--- config.mk ---
export PLATFORM = sky130hd
export DESIGN_NAME = result_fifo
export DESIGN_NICKNAME = d
export VERILOG_FILES = /design/src/rtl/argmin_pkg.sv /design/src/rtl/result_fifo.sv
export SDC_FILE = /design/constraint.sdc
export NUM_CORES = 1
export LEC_CHECK = 0
export ABC_AREA = 1
export BUFFER_PORTS_ARGS = -buffer_cell sky130_fd_sc_hd__buf_2
export CAP_MARGIN = 30
export CORE_MARGIN = 2
export CORE_UTILIZATION = 60
export DETAILED_ROUTE_END_ITERATION = 12
export PLACE_DENSITY = 0.89
export SYNTH_ARGS = -nofsm -noshare
export SYNTH_HDL_FRONTEND = slang
export SYNTH_SLANG_ARGS = --single-unit
--- constraint.sdc ---
create_clock -name aclk -period 3.63 [get_ports aclk]
set_clock_uncertainty 0.05 [all_clocks]
set_input_delay 0.726 -clock aclk [delete_from_list [all_inputs] [get_ports aclk]]
set_output_delay 0.726 -clock aclk [all_outputs]
set_load 0.02 [all_outputs]
--- src/rtl/argmin_pkg.sv ---
`default_nettype none

package argmin_pkg;

  // ~~~~~~~~~~~~~~~~~~~~~~~~~~~~~~~~~~~~~~~~
  // lane geometry
  // ~~~~~~~~~~~~~~~~~~~~~~~~~~~~~~~~~~~~~~~~

  localparam int LANES = 16;                // values per input word

  localparam int IDX_W = $clog2(LANES);     // 4 bits of lane index

  typedef logic [IDX_W-1:0] lane_idx_t;     // position of a lane in the word

  typedef logic [LANES-1:0] lane_tags_t;    // one tag bit per lane

  // ~~~~~~~~~~~~~~~~~~~~~~~~~~~~~~~~~~~~~~~~
  // value format
  // ~~~~~~~~~~~~~~~~~~~~~~~~~~~~~~~~~~~~~~~~

  // double precision unless the top level says otherwise
  localparam int FLOAT_W_DEFAULT = 64;

  // ~~~~~~~~~~~~~~~~~~~~~~~~~~~~~~~~~~~~~~~~
  // pipeline shape
  // ~~~~~~~~~~~~~~~~~~~~~~~~~~~~~~~~~~~~~~~~

  localparam int CMP_LATENCY = 3;           // key, compare, select

  localparam int TREE_LEVELS = $clog2(LANES); // 8, 4, 2, 1 leaves per level

endpackage

`default_nettype wire

--- src/rtl/result_fifo.sv ---
`timescale 1ns/1ns
`default_nettype none

module result_fifo #(
  parameter int DEPTH = 4
) (
  input  wire                         aclk,
  input  wire                         arst_n,
  input  wire  argmin_pkg::lane_idx_t wr_index,
  input  wire                         wr_tag,
  input  wire                         wr_valid,
  output logic                        wr_ready,
  output argmin_pkg::lane_idx_t       rd_index,
  output logic                        rd_tag,
  output logic                        rd_valid,
  input  wire                         rd_ready
);

  import argmin_pkg::*;

  localparam int PTR_W = (DEPTH > 1) ? $clog2(DEPTH) : 1;
  localparam int CNT_W = $clog2(DEPTH + 1);

  typedef logic [PTR_W-1:0] ptr_t;

  lane_idx_t idx_mem [DEPTH];
  logic      tag_mem [DEPTH];

  ptr_t             wr_ptr;
  ptr_t             rd_ptr;
  logic [CNT_W-1:0] fill;
  logic             do_wr;
  logic             do_rd;

  function automatic ptr_t next_ptr(input ptr_t p);
    if (p == PTR_W'(DEPTH - 1)) begin
      next_ptr = '0;                         // wrap, depth need not be a power of 2
    end else begin
      next_ptr = p + 1'b1;
    end
  endfunction

  assign wr_ready = (fill != CNT_W'(DEPTH)); // not full
  assign rd_valid = (fill != '0);
  assign do_wr    = wr_valid & wr_ready;
  assign do_rd    = rd_valid & rd_ready;
  assign rd_index = idx_mem[rd_ptr];
  assign rd_tag   = tag_mem[rd_ptr];

  always_ff @(posedge aclk) begin
    if (do_wr) begin
      idx_mem[wr_ptr] <= wr_index;
      tag_mem[wr_ptr] <= wr_tag;
    end
  end

  always_ff @(posedge aclk or negedge arst_n) begin
    if (!arst_n) begin
      wr_ptr <= '0;
      rd_ptr <= '0;
      fill   <= '0;
    end else begin
      if (do_wr) begin
        wr_ptr <= next_ptr(wr_ptr);
      end
      if (do_rd) begin
        rd_ptr <= next_ptr(rd_ptr);
      end
      case ({do_wr, do_rd})
        2'b10:   fill <= fill + 1'b1;
        2'b01:   fill <= fill - 1'b1;
        default: fill <= fill;               // idle or write through
      endcase
    end
  end

endmodule

`default_nettype wire

### Yosys cells after proc, flatten, opt, wreduce, memory -nomap -nowiden

Memory sizes are Yosys's and may differ from the RTL's.
Index checks and enable logic that the tools add are counted.

| word-level totals | value |
|---|---|
| flip-flop bits (word level) | 7 |
| bits in writable memories | 20 |
| input bits | 9 |
| output and inout port bits | 7 |
| logic and storage cells | 23 |
| memories | 2 |

| operators by class | value |
|---|---|
| add/sub/neg operators | 4 |
| equality and inequality tests | 5 |
| muxes and demuxes | 5 |
| bitwise logic cells | 2 |
| reduce and logical (&&, ||, !) cells | 2 |

Memory list:

| memory | words | bits a word | read ports | clocked after memory_dff | wr ports | line | text |
|---|---|---|---|---|---|---|---|
| idx_mem | 4 | 4 | 1 | 0 | 1 | result_fifo.sv:26 | `lane_idx_t idx_mem [DEPTH];` |
| tag_mem | 4 | 1 | 1 | 0 | 1 | result_fifo.sv:27 | `logic tag_mem [DEPTH];` |

Operators with widths:

| cell | count |
|---|---|
| 2-bit == test, second input constant | 3 |
| 3-bit one-hot mux with 2 select lines | 1 |
| 2-bit by 1-bit adder with 2-bit output, second input constant | 2 |
| 2-bit two-way mux | 2 |
| 3-bit by 1-bit adder with 3-bit output, second input constant | 1 |
| 3-bit != test, second input constant | 1 |
| 3-bit nonzero test | 1 |
| 3-bit by 1-bit subtractor with 3-bit output, second input constant | 1 |
| 1-bit bitwise AND | 2 |
| 2-bit by 1-bit == test with 1-bit output, second input constant | 1 |
| 1-bit two-way mux | 2 |
| 2-bit nonzero test | 1 |

### Logic depth before layout (Yosys ltp)

| logic depth | value |
|---|---|
| word-level depth | 4 |
| depth in mapped cells | 12 |

### Worst setup path after synthesis

OpenSTA, ideal clock, no wires.

| path | value |
|---|---|
| path kind | input -> register |
| start point | input rd_ready |
| end point | register fill[2] |
| data arrival time | 1.636 ns |
| path slack | 1.827 ns |
| cell stages on the path | 9 |
| cells stage by stage | nand2_2 -> inv_1 -> ha_1 -> inv_1 -> fa_1 -> nand2_1 -> nand3_1 -> nand2_1 -> nand2_1 |

| between the ends | value |
|---|---|
| word-level cells in the longest chain between the ends | 3 |

RTL lines:

| element | line | text |
|---|---|---|
| start, declared | result_fifo.sv:16 | `input wire rd_ready` |
| 1-bit bitwise AND (*) | result_fifo.sv:46 | `assign do_rd = rd_valid & rd_ready;` |
| net do_rd | result_fifo.sv:33 | `logic do_rd;` |
| 2-bit by 1-bit == test with 1-bit output / 2-bit == test (equally long branches) | result_fifo.sv:69 | `case ({do_wr, do_rd})` |
| 3-bit one-hot mux with 2 select lines / 2-bit nonzero test (equally long branches) | -- |  |
| end signal, assigned | result_fifo.sv:70 | `2'b10: fill <= fill + 1'b1;` |
| end signal, assigned | result_fifo.sv:71 | `2'b01: fill <= fill - 1'b1;` |
| end signal, assigned | result_fifo.sv:72 | `default: fill <= fill;` |
| end, declared | result_fifo.sv:31 | `logic [CNT_W-1:0] fill;` |

Mark *: on every way through the listed nets, which the timed path passes. The rest lies on a longest branch.
A chain may end at the register's enable or synchronous reset.

### Final worst setup path

| path | value |
|---|---|
| start point | register rd_ptr[0] |
| end point | output rd_index[3] |

| between the ends | value |
|---|---|
| word-level cells in the longest chain between the ends | 1 |

RTL lines:

| element | line | text |
|---|---|---|
| start, declared | result_fifo.sv:30 | `ptr_t rd_ptr;` |
| start signal, assigned | result_fifo.sv:67 | `rd_ptr <= next_ptr(rd_ptr);` |
| memory read 4 x 4 bit | -- |  |
| end, declared | result_fifo.sv:13 | `output argmin_pkg::lane_idx_t rd_index,` |

Every way passes these cells.

==> qor.txt <==
Crit. End Element -> output pin
Switching power share of the total -> 42.5%
Vias/cell -> 5.09
Fin crit share -> 65.9%
Post-synth top area share -> 47.3%
Synthesis-to-layout area growth -> 9.57%
CP Buf/Inv Count -> 1
Crit path max fanout -> 23
Worst path slowest cell -> dfrtp_1
Combinational power share -> 42.0%
Mapped Avg Cell Area -> 10.9 um2
Hpwl dp -> 1.43 mm
Mapped cell area -> 1270 um2
CTS Buffer Depth -> 2
Seq cells post-synth -> 27
Sw power -> 464 uW
Origin of the critical flop-to-flop path -> fill[0]
Global route hottest layer -> met2
Seq/Total Area, Yosys -> 61.1%
DRC viols -> 0
Worst-Margin Slew -> 676 ps
Most frequent cells in the layout -> 28 x nand2_1, 21 x inv_1, 20 x edfxtp_1
Final setup violating endpoints -> 0
Slew margin rel. -> 54.9%
Largest net degree at the start of global routing -> 24
Routed WL -> 2.04 mm
Initial Utilization -> 64.0%
Crit start category -> flip-flop
Met2 Usage GRT -> 34.0%
CP peak stage delay -> 800 ps
Final std cells w/o fill -> 160
Pre-antenna DRT Iters -> 4
Pleak -> 0.633 nW
Grt total ovfl -> 0
Rows -> 16
Seq pwr share -> 46.2%
Initial antenna violation count -> 0
Crit Path Category -> reg -> out
VDD IR-drop max -> 0.552 mV
Max Fclk -> 418 MHz
Pwr Density -> 786 nW/um2
N_diodes -> 0
Synthesized net count -> 132
Top cell by count, worst path -> nand2_1
Final slew viol count -> 0
CTS tree -> yes
Internal power -> 628 uW
Global-route wire length before repair -> 3.64 mm
Post_cts resized -> 0
H-tree depth -> 1
Final Net Count -> 150
Clk_lat worst skew -> 330 ps
Endpoints failing hold -> 0
Die Y -> 50.0 um
WL/cell -> 12.7 um
Required @ worst endpoint -> 2850 ps
Die width -> 50.0 um
Min-delay worst type -> in -> async
Fin crit period -> 2390 ps
CTS Buf Count -> 3
Setup Buffers After CTS -> 0
Detail Route Antenna Nets -> 0
R2R cell count -> 10
Placeable core region -> 1980 um2
Iter 0 DRT Violations -> 15
Vias in the first global route -> 845
Global router's overall resource usage -> 19.7%
CP arrival -> 1620 ps
Setup_tns -> 0 ps
Most common cell after layout, fill and taps aside -> nand2_1
Via count -> 815
IO Pins -> 16
Cell depth of the worst setup path -> 4
Post-CTS Hold Buffers -> 0
Root Buffer -> clkbuf_4
Crit-path cells -> nand2_1, o211ai_1, nand2_1, buf_2
Synth area leader -> edfxtp_1
Clock sink count -> 27
RSZ-0062 raised after global routing -> false
Clock group share of total power -> 11.8%
Netlist cell types -> 18
Share of layout cells above drive strength 1 -> 19.5%
Status -> finished clean
GR met3 Demand/Resource -> 2.73%
Max_cap viols -> 0
CP top delay family -> flip-flops
Dpl cells -> 156
Largest cells by area after synthesis -> edfxtp_1 47%, dfrtp_1 14%, nand2_1 8.3%, inv_1 6.2%, ha_1 5.9%
DIE AREA -> 2500 um2
Worst-path clk slew -> 140 ps
Met1 Usage GRT -> 24.7%
CP Launch Point -> rd_ptr[0]
Input/output buffers -> 15
Ys Warns -> 0
Post-synthesis instance total -> 116
Placer Congestion -> 0.794
-- cells in the mapped netlist, drive strengths merged --
library cell  instances
dfrtp                 7
nor2                  6
ha                    6
nand4                 1
inv                  24
buf                   2
edfxtp               20
fa                    1
o211ai               10
o21ai                 1
nand3                 7
nand2                30
xnor2                 1
-- registers in the layout, indices dropped and copies added (netlist names) --
register and flops:
idx_mem 16, tag_mem 4, fill 3, rd_ptr 2, wr_ptr 2
-- per-layer routing --
metal / wire (um) / vias to the layer above
li1: - / 410
met1: 914 / 382
met2: 1010 / 19
met3: 78 / 4
met4: 31 / 0
met5: 0 / -
-- final cells by class --
type                       count  area, um2
inverter                      24       90.1
sequential                    27        776
multi-input combinational     63        388
clock buffer                   3       22.5
timing repair buffer          15       75.1
fill                         145        592
tap                           27       33.8
clock inverter                 1       5.00
-- power groups by stage --
stage          clock network, mW  logic [mW]  registers (mW)
3_5_place_dp                   0       0.460           0.510
4_1_cts                    0.131       0.463           0.504
2_1_floorplan                  0       0.375           0.471
5_1_grt                    0.142       0.523           0.519
3_3_place_gp                   0       0.433           0.505
6_report                   0.128       0.459           0.505
-- through the flow --
stage / area [um2] / total power, mW / util (%) / setup WS, ps / hold slack, ps
final: 1390 / 1.09 / 70.1 / 1240 / 145
after global routing: 1390 / 1.18 / 70.1 / 1090 / 150
after CTS: 1390 / 1.10 / 70.1 / 1240 / 147
after detailed placement: 1360 / 0.970 / 68.8 / 1600 / 435
after floorplan: 1270 / 0.846 / - / 1830 / 380
after global placement: 1360 / 0.938 / 68.8 / 1680 / 431
-- logic make-up (layout without fill, tap and decap cells) --
| logic type | count (synthesis) | after routing | synth area share (%) |
|---|---|---|---|
| simple gates | 44 | 44 | 16.1 |
| flops | 27 | 27 | 61.1 |
| buf+inv | 26 | 43 | 8.28 |
| compound gates | 11 | 11 | 6.31 |
| fa+ha+maj | 7 | 7 | 7.49 |
| xor+xnor | 1 | 1 | 0.690 |
-- worst paths after layout --
check / end / slack (ps)
max: rd_index[3] / 1240
min: wr_ptr[1] / 150
max reg2reg: fill[2] / 1810
min reg2reg: fill[0] / 460
max in group asynchronous: rd_ptr[1] / 3240
min in group aclk: fill[0] / 460
-- worst reg2reg max path, stage by stage (launching register included) --
cell	delay, ps
dfrtp_1	430
inv_2	120
nand3_4	100
nand2_4	100
ha_1	180
inv_1	70
fa_1	390
nand2_1	100
nand3_1	80
nand2_1	60
nand2_1	50
No activity file was read; power rests on OpenSTA's default activity.
